`src/rtl/cpu_ctrl_pkg.sv`:
```
package cpu_ctrl_pkg;

	// Machine states, each step is three consecutive codes
	typedef enum logic [5:0] {
		IDLE,
		FETCH_1, FETCH_2, FETCH_3,
		OP1_1, OP1_2, OP1_3,
		OP2_1, OP2_2, OP2_3,
		MEM_READ1_1, MEM_READ1_2, MEM_READ1_3,
		MEM_READ2_1, MEM_READ2_2, MEM_READ2_3,
		MEM_WRITE1_1, MEM_WRITE1_2, MEM_WRITE1_3,
		MEM_WRITE2_1, MEM_WRITE2_2, MEM_WRITE2_3,
		IO_READ_1, IO_READ_2, IO_READ_3,
		IO_WRITE_1, IO_WRITE_2, IO_WRITE_3,
		ACK_INT_1, ACK_INT_2, ACK_INT_3, ACK_INT_4,
		ACK_NMI_1, ACK_NMI_2,
		PRE_FETCH, PRE_MEM_READ_2, PRE_MEM_WRITE_1, PRE_MEM_WRITE_2
	} state_e;

	typedef enum logic [4:0] {
		CL_SIMPLE, CL_HALT,
		CL_IMM8, CL_IMM16, CL_LD_MEM_IMM, CL_IN_N, CL_OUT_N,
		CL_LOAD_ABS8, CL_LOAD_ABS16, CL_STORE_ABS8, CL_STORE_ABS16,
		CL_CALL, CL_SKIP_CALL,
		CL_READ8, CL_POP, CL_RET, CL_RMW, CL_EX_SP,
		CL_PUSH, CL_WRITE8
	} instr_class_e;

	typedef enum logic [1:0] {
		IM0 = 2'd0,
		IM1 = 2'd1
	} int_mode_e;

	typedef struct packed {
		logic [1:0] x;
		logic [2:0] y; // Condition code, ALU op or register
		logic [2:0] z;
	} instr_xyz_t;

	typedef struct packed {
		logic [1:0] x;
		logic [1:0] p; // Register pair
		logic       q;
		logic [2:0] z;
	} instr_xpqz_t;

	typedef union packed {
		logic [7:0]  raw;
		instr_xyz_t  xyz;
		instr_xpqz_t xpqz;
	} instr_u;

	typedef struct packed {
		logic s;
		logic z;
		logic pv;
		logic c;
	} flags_t;

	typedef struct packed {
		logic      dis;         // DI executed
		logic      enable;      // EI executed
		logic      restore;     // RETN, IFF2 back to IFF1
		logic      mode_change;
		int_mode_e mode_next;
	} int_ctl_t;

	typedef struct packed {
		logic nmi;
		logic intr;
	} int_req_t;

	typedef struct packed {
		logic      active_int;
		logic      active_nmi;
		logic      iff2;
		logic      sampled_int;
		logic      sampled_nmi;
		int_mode_e mode;
	} int_status_t;

	typedef struct packed {
		logic sample;   // Latch the request lines
		logic suppress; // Instruction continues, no boundary here
		logic done;     // Acknowledge sequence finished
	} seq_ctl_t;

	typedef struct packed {
		logic nmi;
		logic intr;
	} take_t;

	typedef struct packed {
		logic n_halt;
		logic we;
	} halt_t;

endpackage

```
`src/rtl/cpu_ctrl.sv`:
```
`timescale 1ns/1ps

module cpu_ctrl (
	input  logic                      clk,
	input  logic                      n_reset,
	input  logic                      ipram_loaded,
	input  cpu_ctrl_pkg::int_ctl_t    int_ctl,
	input  cpu_ctrl_pkg::int_req_t    int_req,
	input  cpu_ctrl_pkg::instr_u      instr,
	input  cpu_ctrl_pkg::flags_t      flags,
	output cpu_ctrl_pkg::halt_t       halt,
	output cpu_ctrl_pkg::int_status_t int_status,
	output cpu_ctrl_pkg::state_e      state
);
	import cpu_ctrl_pkg::*;

	instr_class_e iclass;
	seq_ctl_t     seq_ctl;
	take_t        take;

	op_decoder u_decoder (
		.instr  (instr),
		.flags  (flags),
		.iclass (iclass)
	);

	cycle_sequencer u_sequencer (
		.clk          (clk),
		.n_reset      (n_reset),
		.ipram_loaded (ipram_loaded),
		.iclass       (iclass),
		.take         (take),
		.int_status   (int_status),
		.seq_ctl      (seq_ctl),
		.halt         (halt),
		.state        (state)
	);

	int_controller u_int_ctrl (
		.clk        (clk),
		.n_reset    (n_reset),
		.int_ctl    (int_ctl),
		.int_req    (int_req),
		.seq_ctl    (seq_ctl),
		.take       (take),
		.int_status (int_status)
	);

endmodule

```
`src/rtl/cycle_sequencer.sv`:
```
`timescale 1ns/1ps

module cycle_sequencer (
	input  logic                       clk,
	input  logic                       n_reset,
	input  logic                       ipram_loaded,
	input  cpu_ctrl_pkg::instr_class_e iclass,
	input  cpu_ctrl_pkg::take_t        take,
	input  cpu_ctrl_pkg::int_status_t  int_status,
	output cpu_ctrl_pkg::seq_ctl_t     seq_ctl,
	output cpu_ctrl_pkg::halt_t        halt,
	output cpu_ctrl_pkg::state_e       state
);
	import cpu_ctrl_pkg::*;

	state_e       state_next;
	instr_class_e cls;     // Path being walked
	logic         service; // INT or NMI acknowledge running

	// Where a step goes after its third state
	function automatic state_e step_exit(input state_e s3, input instr_class_e c);
		step_exit = FETCH_1;
		case (s3)
			FETCH_3: begin
				case (c)
					CL_IMM8, CL_IMM16, CL_LD_MEM_IMM, CL_IN_N, CL_OUT_N,
					CL_LOAD_ABS8, CL_LOAD_ABS16, CL_STORE_ABS8, CL_STORE_ABS16,
					CL_CALL: step_exit = OP1_1;
					CL_READ8, CL_POP, CL_RET, CL_RMW, CL_EX_SP: step_exit = MEM_READ1_1;
					CL_WRITE8: step_exit = MEM_WRITE1_1;
					CL_PUSH: step_exit = PRE_MEM_WRITE_1;
					CL_SKIP_CALL: step_exit = PRE_FETCH;
					default: step_exit = FETCH_1;
				endcase
			end
			OP1_3: begin
				case (c)
					CL_IMM16, CL_LOAD_ABS8, CL_LOAD_ABS16, CL_STORE_ABS8,
					CL_STORE_ABS16, CL_CALL: step_exit = OP2_1;
					CL_LD_MEM_IMM: step_exit = MEM_WRITE1_1;
					CL_IN_N: step_exit = IO_READ_1;
					CL_OUT_N: step_exit = IO_WRITE_1;
					default: step_exit = FETCH_1;
				endcase
			end
			OP2_3: begin
				case (c)
					CL_LOAD_ABS8, CL_LOAD_ABS16: step_exit = MEM_READ1_1;
					CL_STORE_ABS8, CL_STORE_ABS16, CL_CALL: step_exit = MEM_WRITE1_1;
					default: step_exit = FETCH_1;
				endcase
			end
			MEM_READ1_3: begin
				case (c)
					CL_LOAD_ABS16, CL_POP: step_exit = PRE_MEM_READ_2;
					CL_RET: step_exit = MEM_READ2_1;
					CL_RMW: step_exit = PRE_MEM_WRITE_1;
					CL_EX_SP: step_exit = MEM_WRITE1_1;
					default: step_exit = FETCH_1;
				endcase
			end
			MEM_READ2_3: begin
				if (c == CL_EX_SP) begin
					step_exit = MEM_WRITE2_1;
				end
			end
			MEM_WRITE1_3: begin
				case (c)
					CL_STORE_ABS16, CL_CALL, CL_PUSH: step_exit = PRE_MEM_WRITE_2;
					CL_EX_SP: step_exit = PRE_MEM_READ_2;
					default: step_exit = FETCH_1;
				endcase
			end
			default: step_exit = FETCH_1;
		endcase
	endfunction

	assign service = int_status.active_int || int_status.active_nmi;
	assign cls     = service ? CL_PUSH : iclass; // Return address push

	always_ff @(posedge clk or negedge n_reset) begin
		if (!n_reset) begin
			state <= IDLE;
		end else if (take.nmi) begin
			state <= ACK_NMI_1;
		end else if (take.intr) begin
			state <= ACK_INT_1;
		end else begin
			state <= state_next;
		end
	end

	always_comb begin
		state_next  = IDLE;
		seq_ctl     = '0;
		halt.n_halt = 1'b1;
		halt.we     = 1'b0;
		case (state)
			IDLE: state_next = ipram_loaded ? FETCH_1 : IDLE;
			FETCH_1, OP1_1, OP2_1, MEM_READ1_1, MEM_READ2_1, MEM_WRITE1_1,
			MEM_WRITE2_1, IO_READ_1, IO_WRITE_1, ACK_INT_1, ACK_INT_2, ACK_INT_3,
			ACK_NMI_1: state_next = state_e'(state + 6'd1);
			FETCH_2: begin
				state_next     = FETCH_3;
				seq_ctl.sample = 1'b1;
			end
			OP1_2, OP2_2, MEM_READ1_2, MEM_READ2_2, MEM_WRITE1_2, MEM_WRITE2_2,
			IO_READ_2, IO_WRITE_2: begin
				state_next     = state_e'(state + 6'd1);
				seq_ctl.sample = !service && (step_exit(state_next, cls) == FETCH_1);
			end
			FETCH_3, OP1_3, OP2_3, MEM_READ1_3, MEM_READ2_3, MEM_WRITE1_3,
			MEM_WRITE2_3, IO_READ_3, IO_WRITE_3: begin
				state_next       = step_exit(state, cls);
				seq_ctl.suppress = (state_next != FETCH_1) && (state_next != PRE_FETCH);
				seq_ctl.done     = service && (state == MEM_WRITE2_3);
				if (state == FETCH_3 && cls == CL_HALT) begin
					halt.we     = 1'b1;
					halt.n_halt = int_status.sampled_int; // Leave halt at once if INT pending
				end
			end
			ACK_INT_4: begin
				if (int_status.mode == IM1) begin
					state_next = PRE_MEM_WRITE_1; // RST 38h push
				end else begin
					state_next   = FETCH_3; // Opcode comes from the data bus
					seq_ctl.done = 1'b1;
				end
			end
			ACK_NMI_2: state_next = PRE_MEM_WRITE_1;
			PRE_FETCH: state_next = FETCH_1;
			PRE_MEM_READ_2: state_next = MEM_READ2_1;
			PRE_MEM_WRITE_1: state_next = MEM_WRITE1_1;
			PRE_MEM_WRITE_2: state_next = MEM_WRITE2_1;
			default: state_next = IDLE;
		endcase
	end

	assert property (@(posedge clk) disable iff (!n_reset)
		!$isunknown(state) && (state <= PRE_MEM_WRITE_2));

endmodule

```
`src/rtl/int_controller.sv`:
```
`timescale 1ns/1ps

module int_controller (
	input  logic                      clk,
	input  logic                      n_reset,
	input  cpu_ctrl_pkg::int_ctl_t    int_ctl,
	input  cpu_ctrl_pkg::int_req_t    int_req,
	input  cpu_ctrl_pkg::seq_ctl_t    seq_ctl,
	output cpu_ctrl_pkg::take_t       take,
	output cpu_ctrl_pkg::int_status_t int_status
);
	import cpu_ctrl_pkg::*;

	logic      iff1;
	logic      iff2;
	logic      ei_delay; // Holds INT off across the instruction after EI
	logic      sampled_int;
	logic      sampled_nmi;
	logic      active_int;
	logic      active_nmi;
	int_mode_e mode;
	logic      boundary;

	// Sampled flags only live in the state after a sample
	assign boundary  = !seq_ctl.sample && !seq_ctl.suppress;
	assign take.nmi  = boundary && sampled_nmi;
	assign take.intr = boundary && sampled_int && !sampled_nmi &&
		!int_ctl.dis && !int_ctl.enable;

	assign int_status.active_int  = active_int;
	assign int_status.active_nmi  = active_nmi;
	assign int_status.iff2        = iff2;
	assign int_status.sampled_int = sampled_int;
	assign int_status.sampled_nmi = sampled_nmi;
	assign int_status.mode        = mode;

	always_ff @(posedge clk or negedge n_reset) begin
		if (!n_reset) begin
			sampled_nmi <= 1'b0;
			sampled_int <= 1'b0;
		end else if (seq_ctl.sample) begin
			sampled_nmi <= int_req.nmi;
			sampled_int <= !int_req.nmi && iff1 && !ei_delay && int_req.intr; // NMI first
		end else begin
			sampled_nmi <= 1'b0;
			sampled_int <= 1'b0;
		end
	end

	always_ff @(posedge clk or negedge n_reset) begin
		if (!n_reset) begin
			ei_delay <= 1'b0;
		end else if (int_ctl.enable) begin
			ei_delay <= 1'b1;
		end else if (seq_ctl.sample) begin
			ei_delay <= 1'b0; // Next sample point may accept INT
		end
	end

	always_ff @(posedge clk or negedge n_reset) begin
		if (!n_reset) begin
			iff1 <= 1'b0;
			iff2 <= 1'b0;
		end else if (int_ctl.dis) begin
			iff1 <= 1'b0;
			iff2 <= 1'b0;
		end else if (int_ctl.enable) begin
			iff1 <= 1'b1;
			iff2 <= 1'b1;
		end else if (int_ctl.restore) begin
			iff1 <= iff2;
		end else if (take.nmi) begin
			iff2 <= iff1; // Saved for RETN
			iff1 <= 1'b0;
		end
	end

	always_ff @(posedge clk or negedge n_reset) begin
		if (!n_reset) begin
			active_int <= 1'b0;
			active_nmi <= 1'b0;
		end else if (take.nmi) begin
			active_nmi <= 1'b1;
		end else if (take.intr) begin
			active_int <= 1'b1;
		end else if (seq_ctl.done) begin
			active_int <= 1'b0;
			active_nmi <= 1'b0;
		end
	end

	always_ff @(posedge clk or negedge n_reset) begin
		if (!n_reset) begin
			mode <= IM0;
		end else if (int_ctl.mode_change) begin
			mode <= int_ctl.mode_next;
		end
	end

	assert property (@(posedge clk) disable iff (!n_reset) !(active_int && active_nmi));

	assert property (@(posedge clk) disable iff (!n_reset) !(sampled_int && sampled_nmi));

	assert property (@(posedge clk) disable iff (!n_reset)
		int_ctl.mode_change |-> (int_ctl.mode_next inside {IM0, IM1}));

endmodule

```
`src/rtl/op_decoder.sv`:
```
`timescale 1ns/1ps

module op_decoder (
	input  cpu_ctrl_pkg::instr_u       instr,
	input  cpu_ctrl_pkg::flags_t       flags,
	output cpu_ctrl_pkg::instr_class_e iclass
);
	import cpu_ctrl_pkg::*;

	logic cond; // Condition of CALL cc and RET cc holds

	always_comb begin
		case (instr.xyz.y)
			3'd0: cond = !flags.z;  // NZ
			3'd1: cond = flags.z;   // Z
			3'd2: cond = !flags.c;  // NC
			3'd3: cond = flags.c;   // C
			3'd4: cond = !flags.pv; // PO
			3'd5: cond = flags.pv;  // PE
			3'd6: cond = !flags.s;  // P
			default: cond = flags.s; // M
		endcase
	end

	// Prefix bytes and all register-only opcodes stay CL_SIMPLE
	always_comb begin
		iclass = CL_SIMPLE;
		case (instr.xyz.x)
			2'd0: begin
				case (instr.xyz.z)
					3'd0: begin
						if (instr.xyz.y >= 3'd2) begin
							iclass = CL_IMM8; // DJNZ e, JR e, JR cc,e
						end
					end
					3'd1: begin
						if (!instr.xpqz.q) begin
							iclass = CL_IMM16; // LD dd,nn
						end
					end
					3'd2: begin
						case (instr.xpqz.p)
							2'd2: begin
								if (instr.xpqz.q) begin
									iclass = CL_LOAD_ABS16; // LD HL,(nn)
								end else begin
									iclass = CL_STORE_ABS16; // LD (nn),HL
								end
							end
							2'd3: begin
								if (instr.xpqz.q) begin
									iclass = CL_LOAD_ABS8; // LD A,(nn)
								end else begin
									iclass = CL_STORE_ABS8; // LD (nn),A
								end
							end
							default: begin
								if (instr.xpqz.q) begin
									iclass = CL_READ8; // LD A,(BC) or (DE)
								end else begin
									iclass = CL_WRITE8; // LD (BC) or (DE),A
								end
							end
						endcase
					end
					3'd4, 3'd5: begin
						if (instr.xyz.y == 3'd6) begin
							iclass = CL_RMW; // INC (HL), DEC (HL)
						end
					end
					3'd6: begin
						if (instr.xyz.y == 3'd6) begin
							iclass = CL_LD_MEM_IMM; // LD (HL),n before LD r,n
						end else begin
							iclass = CL_IMM8;
						end
					end
					default: iclass = CL_SIMPLE;
				endcase
			end
			2'd1: begin
				if (instr.raw == 8'h76) begin
					iclass = CL_HALT; // Sits in the LD (HL),(HL) slot
				end else if (instr.xyz.z == 3'd6) begin
					iclass = CL_READ8; // LD r,(HL)
				end else if (instr.xyz.y == 3'd6) begin
					iclass = CL_WRITE8; // LD (HL),r
				end
			end
			2'd2: begin
				if (instr.xyz.z == 3'd6) begin
					iclass = CL_READ8; // ALU op A,(HL)
				end
			end
			default: begin
				case (instr.xyz.z)
					3'd0: begin
						if (cond) begin
							iclass = CL_RET; // RET cc taken
						end
					end
					3'd1: begin
						if (!instr.xpqz.q) begin
							iclass = CL_POP;
						end else if (instr.xpqz.p == 2'd0) begin
							iclass = CL_RET;
						end
					end
					3'd2: iclass = CL_IMM16; // JP cc,nn
					3'd3: begin
						case (instr.xyz.y)
							3'd0: iclass = CL_IMM16; // JP nn
							3'd2: iclass = CL_OUT_N;
							3'd3: iclass = CL_IN_N;
							3'd4: iclass = CL_EX_SP;
							default: iclass = CL_SIMPLE;
						endcase
					end
					3'd4: begin
						if (cond) begin
							iclass = CL_CALL;
						end else begin
							iclass = CL_SKIP_CALL; // Operands skipped in one extra clock
						end
					end
					3'd5: begin
						if (!instr.xpqz.q) begin
							iclass = CL_PUSH;
						end else if (instr.xpqz.p == 2'd0) begin
							iclass = CL_CALL; // CALL nn
						end
					end
					3'd6: iclass = CL_IMM8; // ALU op A,n
					default: iclass = CL_PUSH; // RST p
				endcase
			end
		endcase
	end

endmodule

```
`config.mk`:
```
export PLATFORM = sky130hd
export DESIGN_NAME = cpu_ctrl
export DESIGN_NICKNAME = d
export VERILOG_FILES = /design/src/rtl/cpu_ctrl_pkg.sv /design/src/rtl/cpu_ctrl.sv /design/src/rtl/cycle_sequencer.sv /design/src/rtl/int_controller.sv /design/src/rtl/op_decoder.sv
export SDC_FILE = /design/constraint.sdc
export NUM_CORES = 1
export LEC_CHECK = 0
export ABC_AREA = 1
export BUFFER_PORTS_ARGS = -buffer_cell sky130_fd_sc_hd__buf_2
export CORE_UTILIZATION = 55
export CTS_CLUSTER_DIAMETER = 80
export DETAILED_ROUTE_END_ITERATION = 8
export PLACE_DENSITY = 0.89
export SYNTH_ARGS = -nofsm -noshare
export SYNTH_HDL_FRONTEND = slang
export SYNTH_SLANG_ARGS = --single-unit
```
`constraint.sdc`:
```
create_clock -name clk -period 2.85 [get_ports clk]
set_clock_uncertainty 0.15 [all_clocks]
set_input_delay 0.1425 -clock clk [delete_from_list [all_inputs] [get_ports clk]]
set_output_delay 0.1425 -clock clk [all_outputs]
set_load 0.05 [all_outputs]
```
# Word-level counts from Yosys, hierarchy flattened
# Memory sizes are Yosys's and may differ from the RTL's.
# Cells that the tools add are included.
# totals
ramBits	0
latch_bits	0
register_bits	15
mem_bits_ro	544
n_memories	4
elab_cells	201
input_bits	23
# op_classes
shifts	0
n_mux	61
n_eq_ne	77
n_bitwise	1
order_cmp	1
n_div	0
n_mul	0
add_sub_neg	1
n_reduce_logical	47
# memory_table
memory	depth	word_bits	read_ports	rd_ports_with_merged_regs	write_ports	line_no	rtl
(no name shown)	32	6	1	0	0	cycle_sequencer.sv:25	case (c)
(no name shown)	32	6	1	0	0	cycle_sequencer.sv:25	
(no name shown)	16	5	1	0	0	cycle_sequencer.sv:37	case (c)
(no name shown)	16	5	1	0	0	cycle_sequencer.sv:37	
# ops
op	count
6-bit by 5-bit == test with 1-bit output, second input constant	17
6-bit case mux with 6 select lines	2
6-bit by 4-bit == test with 1-bit output, second input constant	11
6-bit case mux with 10 select lines	1
5-bit 2-to-1 mux	9
6-bit 2-to-1 mux	7
6-bit == test, second input constant	6
5-bit case mux with 7 select lines	1
5-bit by 4-bit == test with 1-bit output, second input constant	6
6-bit by 3-bit == test with 1-bit output, second input constant	5
5-bit case mux with 5 select lines	1
6-bit case mux with 4 select lines	1
21-bit OR reduction	1
4-bit 2-to-1 mux	5
5-bit case mux with 2 select lines	2
5-bit case mux with 4 select lines	1
1-bit 2-to-1 mux	19
3-bit == test, second input constant	6
6-bit by 2-bit == test with 1-bit output, second input constant	3
5-bit == test, second input constant	3
5-bit case mux with 3 select lines	1
1-bit logical AND	13
3-bit by 2-bit == test with 1-bit output, second input constant	4
6-bit by 1-bit == test with 1-bit output, second input constant	2
31 further kinds	61

# Depth between registers and ports, before layout
# Gate-level depths: netlist of run 1.
# logic_depth
depth_word	22
mapped_depth	27
depth_no_buf	26

# By module
# From an unflattened synthesis of run 1, not the netlist that was laid out.
# unflattened
hier_cells	486
area_unflattened_um2	2593.7
# by_module_without_submodules
mod	instances	seq_area_each_um2	cells_each	area_each_um2
cycle_sequencer	1	150.1	323	1631.6
op_decoder	1	0.0	112	510.5
int_controller	1	225.2	51	451.7

# Least setup slack after synthesis of run 1
# Ideal clock, no wire load.
# synth_timing
kind	register to output
startpoint	reg u_sequencer.state[0]
endpoint	out halt[1] (netlist bit)
required_ps	2558
path_stages_with_launch	9
path_buffers	0
slack_ps	-1402
t_arrival_ps	3959
path_cell_list	dfrtp_1 -> ha_1 -> nand2_1 -> nor2_1 -> inv_1 -> nor2_1 -> inv_1 -> nor4_1 -> nand2_1
# synth_lines
element	line_no	rtl
start, declared	cycle_sequencer.sv:12	output cpu_ctrl_pkg::state_e state
start signal, assigned	cycle_sequencer.sv:89	state <= state_next;
end, declared	cpu_ctrl.sv:11	output cpu_ctrl_pkg::halt_t halt,

# Final worst setup path of run 1
# layout_timing
startpoint	reg u_sequencer.state[0]
endpoint	reg u_sequencer.state[1]
# layout_between
elab_chain_cells	15
elab_cells_between_ends	70
classes_between	1 x add/sub; 46 x eq/ne; 9 x mux; 14 x reduce/logical
# layout_lines
element	line_no	rtl
6-bit by 1-bit adder with 6-bit output	cycle_sequencer.sv:102, cycle_sequencer.sv:109	
6-bit by 5-bit == test with 1-bit output (tied with other cells)	cycle_sequencer.sv:23	case (s3)
6-bit case mux with 6 select lines	cycle_sequencer.sv:23	
6-bit 2-to-1 mux	cycle_sequencer.sv:98	case (state)
6-bit by 1-bit == test with 1-bit output	cycle_sequencer.sv:110	seq_ctl.sample = !service && (step_exit(state_next, cls) == FETCH_1);
1-bit logical AND	cycle_sequencer.sv:110	
1-bit case mux with 2 select lines	cycle_sequencer.sv:98	
1-bit logical NOT	int_controller.sv:25	assign boundary = !seq_ctl.sample && !seq_ctl.suppress;
1-bit logical AND	int_controller.sv:25	
1-bit logical AND (3 in series)	int_controller.sv:27	assign take.intr = boundary && sampled_int && !sampled_nmi &&
1-bit logical AND	int_controller.sv:28	!int_ctl.dis && !int_ctl.enable;
6-bit 2-to-1 mux	cycle_sequencer.sv:86	end else if (take.intr) begin
6-bit 2-to-1 mux *	cycle_sequencer.sv:84	end else if (take.nmi) begin
# Every way passes the cells marked *; elsewhere a longest branch is shown, timed or not. The select of a mux whose other input is x is not followed.
# A chain may end at the register's enable or synchronous reset.

==> results of run 1 <==
==> placed cells by master (no fill, tap or decap), types with 2 or more instances in the layout <==
cell / count
buf_6: 3
dlygate4sd3_1: 7
nand2_1: 105
a21oi_1: 9
nand3_1: 27
nor3_1: 6
o211ai_1: 3
inv_1: 69
nand2_2: 13
o31ai_1: 3
nand3_2: 7
buf_2: 35
dfrtp_1: 10
nand3b_1: 2
ha_1: 4
nor4_1: 2
nor2_1: 63
dfrtp_2: 5
nor2_2: 12
o21ai_2: 2
inv_2: 9
nor2_4: 5
o22ai_1: 3
o21ai_1: 6
buf_4: 16
nand4_1: 12
clkbuf_8: 3
a21oi_2: 6
o21ai_0: 17
a211oi_1: 2
==> cells in the mapped netlist <==
cell type / instances
a211oi_1: 3
a2111oi_0: 1
or4_1: 1
buf_4: 7
o22ai_1: 3
nand4_1: 12
nand2_1: 113
nor2_4: 1
o21bai_1: 1
nor2_2: 5
a31oi_1: 1
nand3_1: 31
clkbuf_1: 1
o211ai_1: 3
nor2_1: 74
ha_1: 5
o21ai_1: 7
nand2_2: 6
a21oi_4: 1
a32oi_1: 1
inv_2: 7
inv_1: 72
o221ai_1: 1
nor4_1: 3
a21oi_1: 13
o21ai_0: 18
nand3_2: 4
o2111ai_1: 1
o31ai_1: 4
nand3b_1: 2
dfrtp_1: 15
xor2_1: 1
nor3_1: 6
a21oi_2: 2
==> logic make-up after synthesis <==
logic type	count (synthesis)
AOI/OAI and AO/OA	60
xor gates and xnor gates	1
adders and majority gates	5
buffers and inverters	87
DFF	15
and+or+nand+nor	258
==> area by class of cell <==
type	count	area, µm²	area share
multi-input cells	324	1730	0.592
well taps	50	62.6	0.0213
inverters	79	299	0.102
repair buffers	62	407	0.139
clock buffers	3	41.3	0.0141
clock inverters	1	5.00	0.00171
flip-flops and latches	15	382	0.130
==> routing by layer <==
metal | routed length [µm] | GRT usage
met1 | 3240 | 0.472
met2 | 3500 | 0.520
met3 | 743 | 0.0719
met4 | 206 | 0.106
met5 | 0 | 0
==> how the worst max path moves through the flow <==
stage                                         startpoint                                end  slack (ns)  depth (start not counted)
after floorplan           u_sequencer.state[1]$_DFF_PN0_     u_sequencer.state[5]$_DFF_PN0_       0.009                         17
after global placement                          instr[3]     u_sequencer.state[5]$_DFF_PN0_       -0.02                         20
after detailed placement                        instr[3]     u_sequencer.state[5]$_DFF_PN0_       -0.13                         22
after CTS                 u_sequencer.state[0]$_DFF_PN0_  u_int_ctrl.active_int$_DFFE_PN0P_        0.02                         19
after global routing                            instr[0]     u_sequencer.state[3]$_DFF_PN0_       -0.10                         20
final                     u_sequencer.state[0]$_DFF_PN0_     u_sequencer.state[1]$_DFF_PN0_        0.04                         18
==> timing repair <==
item	CTS	global route
setup buffers	0	9
gates resized for setup	4	52
pin swaps	0	14
hold buffers	7	0
endpoints found under the setup margin	3	12
hold endpoints to repair	18	0
==> through the flow <==
stage | util | hold WS (ns)
2_1_floorplan | - | -0.303
3_3_place_gp | 0.642 | -0.0920
3_5_place_dp | 0.642 | -0.0906
4_1_cts | 0.674 | 0.0110
5_1_grt | 0.733 | 0.0166
6_report | 0.733 | 0.0121
==> sequential cells by signal, summed over array words and instances, names as in the netlist <==
| register | cells |
|---|---|
| u_int_ctrl.sampled_nmi | 1 |
| u_sequencer.state | 6 |
| u_int_ctrl.iff2 | 1 |
| u_int_ctrl.ei_delay | 1 |
| u_int_ctrl.active_int | 1 |
| u_int_ctrl.mode | 2 |
| u_int_ctrl.iff1 | 1 |
| u_int_ctrl.sampled_int | 1 |
| u_int_ctrl.active_nmi | 1 |
==> worst min-delay path, delay by kind of cell <==
family | cells | cell delay (ns)
buffers and inverters | 1 | 0.10
AND/OR/NAND/NOR | 2 | 0.13
==> report_power, final <==
group | internal, W | switching [W] | total [W]
combinational | 0.000451 | 0.000963 | 0.00141
clock | 0.0000969 | 0.0000782 | 0.000175
sequential | 0.000277 | 0.0000984 | 0.000375
==> impl_results.md, run 1 <==
* Antenna violations before repair at 0
* PortBufs at 37
* Hold Crit Start: int_req[0]
* Worst r2r src: u_sequencer.state[0]$_DFF_PN0_
* Reg2Reg Depth at 18
* Final net count at 513
* Die Footprint at 4420 µm²
* HP Class: in -> reg
* Final hold vios at 0
* Final Cell Area at 2930 µm²
* Total CTS buffers at 3
* Vias in the first global route at 2591
* Run status: finished, final reports clean
* First DRT Iteration DRCs at 375
* GPL Wtd Cong at 1.02
* End of the worst hold path: u_int_ctrl.sampled_int$_DFF_PN0_
* Mapped Avg Cell Area at 5.37 µm²
* Max stage delay on crit path at 0.48 ns
* ANT cells at 0
* CP top delay family: simple AND/OR/NAND/NOR gates
* Bufs on Longest Clock Path at 2
* Post-synthesis cell type count at 34
* WL per Instance at 14.4 µm
* Clk sink count at 15
* CP Cell Sequence: ha_4 > inv_4 > nor2_4 > xor2_2 > inv_1 > nand2_2 > or4_4 > a21oi_2 > nor2_1 > nand3_1 > nor2_2 > nand2_1 > nand2_2 > nor2_4 > nand2_4 > buf_6 > nand2_2 > nor2_1
* Ys Warns at 0
* Chip height at 66.5 µm
* Fin Setup TNS at 0 ns
* Die width at 66.5 µm
* Worst setup margin at 0.0447 ns
* Post-Syn Nets at 454
* Synth top area share at 0.185
* Dpl hpwl at 5440 µm
* Post-DRT Antenna Nets at 0
* Yosys reg bits at 15
* Reg-to-reg endpoint: u_sequencer.state[1]$_DFF_PN0_
* Routed vias at 3061
* Hold path cells at 3
* Critical Path Start Type: flop
* Residual DRC at 0
* Area Overhead vs Synth at 28.0%
* Worst Setup End Kind: flop
* Adder-Cell Fraction of Synth Area at 0.0273
* Finished Layout Cells at 534
* WS Path Type: reg -> reg
* Fin crit period at 2.81 ns
* Initial Util at 0.572
* CTS HTree Levels at 1
* Drt pass-1 iters at 5
* Total Power at 0.00196 W
* Endpoints failing setup at 0
* Fmax at 0.356 GHz
* Reg2Reg Setup Slack at 0.04 ns
* Max cap viols at 0
* Synth top area cells: nand2_1 (19%), dfrtp_1 (16%), nor2_1 (12%)
* Clock Tree Root: clkbuf_8
* Fillers at 308
* Worst path required time at 2.85 ns
* Combinational family with the most area after synthesis: simple AND/OR/NAND/NOR gates
* Grt ovf at 0
* Unrepaired setup endpoints after global routing: yes
* Relative slew slack at 0.648
* Netlist Area Pre-Place at 2290 µm²
* Period utilization at 0.984
* Compound-gate portion of the synthesized area at 0.160
* Top-Level Pins at 38
* Slew Limit Fails at 0
* Pwr dens at 670 nW/µm²
* Fraction of the yosys area taken by sequential cells at 0.164
* CTS tree: built
* Placed Instance Area at 2570 µm²
* Share of cells above drive strength 1 at 0.264
* Via-to-Cell Ratio at 5.73
* Synth Area in Simple Gates at 0.491
* Total GRT Usage at 0.340
* Rows at 23
* WP buf/inv at 3
* Post-Syn Instances at 426
* Critical Path AT at 2.80 ns
* Worst vdd ir at 0.000536 V
* Slowest cell on crit path: dfrtp_2
* Area leader, netlist: nand2_1
* Synth Area in XOR/XNOR at 0.00383
* First-pass GRT wire length at 11700 µm
* Leak at 1.54 nW
* Crit path top cell by count: nand2_2
* Pre-CTS setup slack at -0.134 ns
* Largest net degree at the start of global routing at 16
* Final wirelength at 7690 µm
* Inst Count DP at 514
* Mux share of post-synthesis cell area at 0
* Worst skew pair latency at 0.25 ns
* Core area at 4000 µm²
* Transition time of the tightest slew-check pin at 0.524 ns
* Worst-path maximum fanout at 8
* Reg clk slew, reported paths at 0.06 ns
Note: power is estimated with default switching activity, not from simulation.
==> run 2, diff against run 1 <==
- CORE_UTILIZATION: 55 -> 35
- PLACE_DENSITY: 0.89 -> 0.65
==> run 2 against run 1 <==
Count of clock-buffer cells in the layout stayed put. Highest routed layer unchanged. Flip-flop and latch count stayed put. Global-route usage is 14 points lower. Register-to-register slack better by 0.04 ns. Final area is 2.9% higher. Largest power group unchanged.
==> impl_results.md, run 2 (synthesized netlist as in run 1, its figures left out) <==
* Vias in the first global route at 2609
* Run status: finished, final reports clean
* Clk pwr share at 0.087
* WL per Instance at 12.9 µm
* Worst setup margin at 0.0882 ns
* CP top delay family: simple AND/OR/NAND/NOR gates
* Endpoints failing setup at 0
* Max FFs per register at 6
* Slew Limit Fails at 0
* CP Cell Sequence: ha_4 > inv_2 > nor2_4 > xor2_2 > inv_1 > nand2_2 > or4_4 > a21oi_2 > nor2_1 > nand3_1 > nor2_2 > nand2_1 > nand2_2 > nor2_4 > nand2_4 > o21ai_1 > nor2_1
* Post-DRT Antenna Nets at 0
* Worst skew pair latency at 0.25 ns
* Placed Instance Area at 2670 µm²
* Pint at 0.000852 W
* Initial Util at 0.361
* HP Class: in -> reg
* Leading cell types in the layout, fill and taps excluded: nand2_1 (109), inv_1 (68), nor2_1 (63), buf_2 (37), nand3_1 (30)
* Dpl hpwl at 5630 µm
* Fmax at 0.362 GHz
* Final hold vios at 0
* Biggest registers after layout: u_sequencer.state x6, u_int_ctrl.mode x2
* Die width at 82.9 µm
* PortBufs at 37
* Core area at 6350 µm²
* Area of the multi-input gates at 1720 µm²
* Register share of total power at 0.185
* Net Sw Frac at 0.572
* Drt pass-1 iters at 5
* Worst-path maximum fanout at 7
* Via-to-Cell Ratio at 5.24
* Switching Power at 0.00114 W
* Top-Level Pins at 38
* Worst path required time at 2.84 ns
* Pwr dens at 661 nW/µm²
* Fin crit period at 2.76 ns
* Final net count at 524
* Fillers at 624
* Rows at 29
* Largest Register: u_sequencer.state
* Worst Setup End Kind: flop
* First-pass GRT wire length at 11700 µm
* Slowest cell on crit path: dfrtp_2
* Commonest non-fill, non-tap cell in the layout: nand2_1
* Residual DRC at 0
* CTS tree: built
* Relative slew slack at 0.236
* Critical Path Start Type: flop
* Final Cell Area at 3010 µm²
* Antenna violations before repair at 0
* Reg clk slew, reported paths at 0.06 ns
* Bufs on Longest Clock Path at 2
* Total CTS buffers at 3
* Area Overhead vs Synth at 31.6%
* Total GRT Usage at 0.200
* Worst vdd ir at 0.000534 V
* Pre-CTS setup slack at -0.0379 ns
* Share of cells above drive strength 1 at 0.263
* GPL Wtd Cong at 1.04
* First DRT Iteration DRCs at 368
* ANT cells at 0
* Max cap viols at 0
* Total Power at 0.00199 W
* Grt ovf at 0
* CTS HTree Levels at 1
* Critical Path AT at 2.76 ns
* Clk sink count at 15
* WS Path Type: reg -> reg
* WP buf/inv at 2
* Max stage delay on crit path at 0.48 ns
* Chip height at 82.9 µm
* FF/Latch Area at 380 µm²
* Final wirelength at 7370 µm
* Die Footprint at 6870 µm²
* Routed vias at 2995
* Clock Tree Root: clkbuf_8
* Leak at 1.59 nW
* Period utilization at 0.969
* Transition time of the tightest slew-check pin at 1.14 ns
* Combinational Power Share at 0.728
* Largest net degree at the start of global routing at 16
run 2: cell count changes in the layout (fill, tap and decap cells not counted), moves of 2 or more:
cell,delta
nand3_2,-3
buf_6,-3
inv_2,+2
nand2_1,+4
dlygate4sd3_1,+2
buf_2,+2
nand2_2,-5
nand3_1,+3
nand2_4,+2
buf_4,+10
run 2: cell type report:
class	instances	area share
clock buffer	3	0.0137
inverter	79	0.0984
sequential	15	0.126
tap	77	0.0320
timing repair buffer	72	0.156
clock inverter	1	0.00166
multi-input combinational	325	0.572
run 2: worst register-to-register path, cell delays in order, from the launching register on:
cell	delay [ns]
dfrtp_2	0.48
ha_4	0.19
inv_2	0.08
nor2_4	0.05
xor2_2	0.15
inv_1	0.10
nand2_2	0.09
or4_4	0.43
a21oi_2	0.12
nor2_1	0.05
nand3_1	0.09
nor2_2	0.07
nand2_1	0.07
nand2_2	0.08
nor2_4	0.19
nand2_4	0.09
o21ai_1	0.14
nor2_1	0.05
run 2: metal layers:
layer | track usage | vias to the layer above | wire (µm)
met4 | 0.0643 | 0 | 136
met3 | 0.0169 | 17 | 563
met5 | 0 | - | 0
li1 | - | 1498 | -
met2 | 0.296 | 146 | 3210
met1 | 0.304 | 1334 | 3470
run 2: worst paths after layout:
| kind | start | to | slack (ns) | depth (start not counted) |
|---|---|---|---|---|
| worst max register to register | u_sequencer.state[0]$_DFF_PN0_ | u_sequencer.state[0]$_DFF_PN0_ | 0.09 | 17 |
| min in group asynchronous | n_reset | u_sequencer.state[3]$_DFF_PN0_ | 0.19 | 2 |
| worst min-delay path | int_ctl[4] | u_int_ctrl.ei_delay$_DFFE_PN0P_ | 0.007 | 3 |
| worst min register to register | u_int_ctrl.ei_delay$_DFFE_PN0P_ | u_int_ctrl.sampled_int$_DFF_PN0_ | 0.37 | 3 |
| worst max-delay path | u_sequencer.state[0]$_DFF_PN0_ | u_sequencer.state[0]$_DFF_PN0_ | 0.09 | 17 |
| max in group asynchronous | n_reset | u_sequencer.state[0]$_DFF_PN0_ | 2.09 | 2 |
run 2: repair_timing:
| item | 4_1_cts | 5_1_grt |
|---|---|---|
| hold buffers | 9 | 0 |
| hold endpoints to repair | 19 | 0 |
| resized for setup | 2 | 41 |
| gates cloned | 0 | 1 |
| setup endpoints to repair | 6 | 13 |
| buffers inserted | 0 | 8 |
| pin swaps | 0 | 12 |
run 2: per-stage QoR:
step / hold WS, ns / util / cells / TNS [ns]
global route: 0.0403 / 0.475 / 572 / -0.150
CTS: 0.00652 / 0.442 / 563 / 0
detailed placement: -0.0814 / 0.420 / 550 / -0.0738
finish: 0.00691 / 0.475 / 572 / 0
global placement: -0.0868 / 0.420 / 550 / -0.0435
floorplan: -0.303 / - / 426 / 0
run 2: power by group through the flow:
stage,sequential [W],combinational [W],clock [W]
global placement,0.000347,0.00126,0
finish,0.000368,0.00145,0.000174
CTS,0.000347,0.00127,0.000180
global route,0.000376,0.00156,0.000187
detailed placement,0.000351,0.00124,0
floorplan,0.000444,0.000777,0
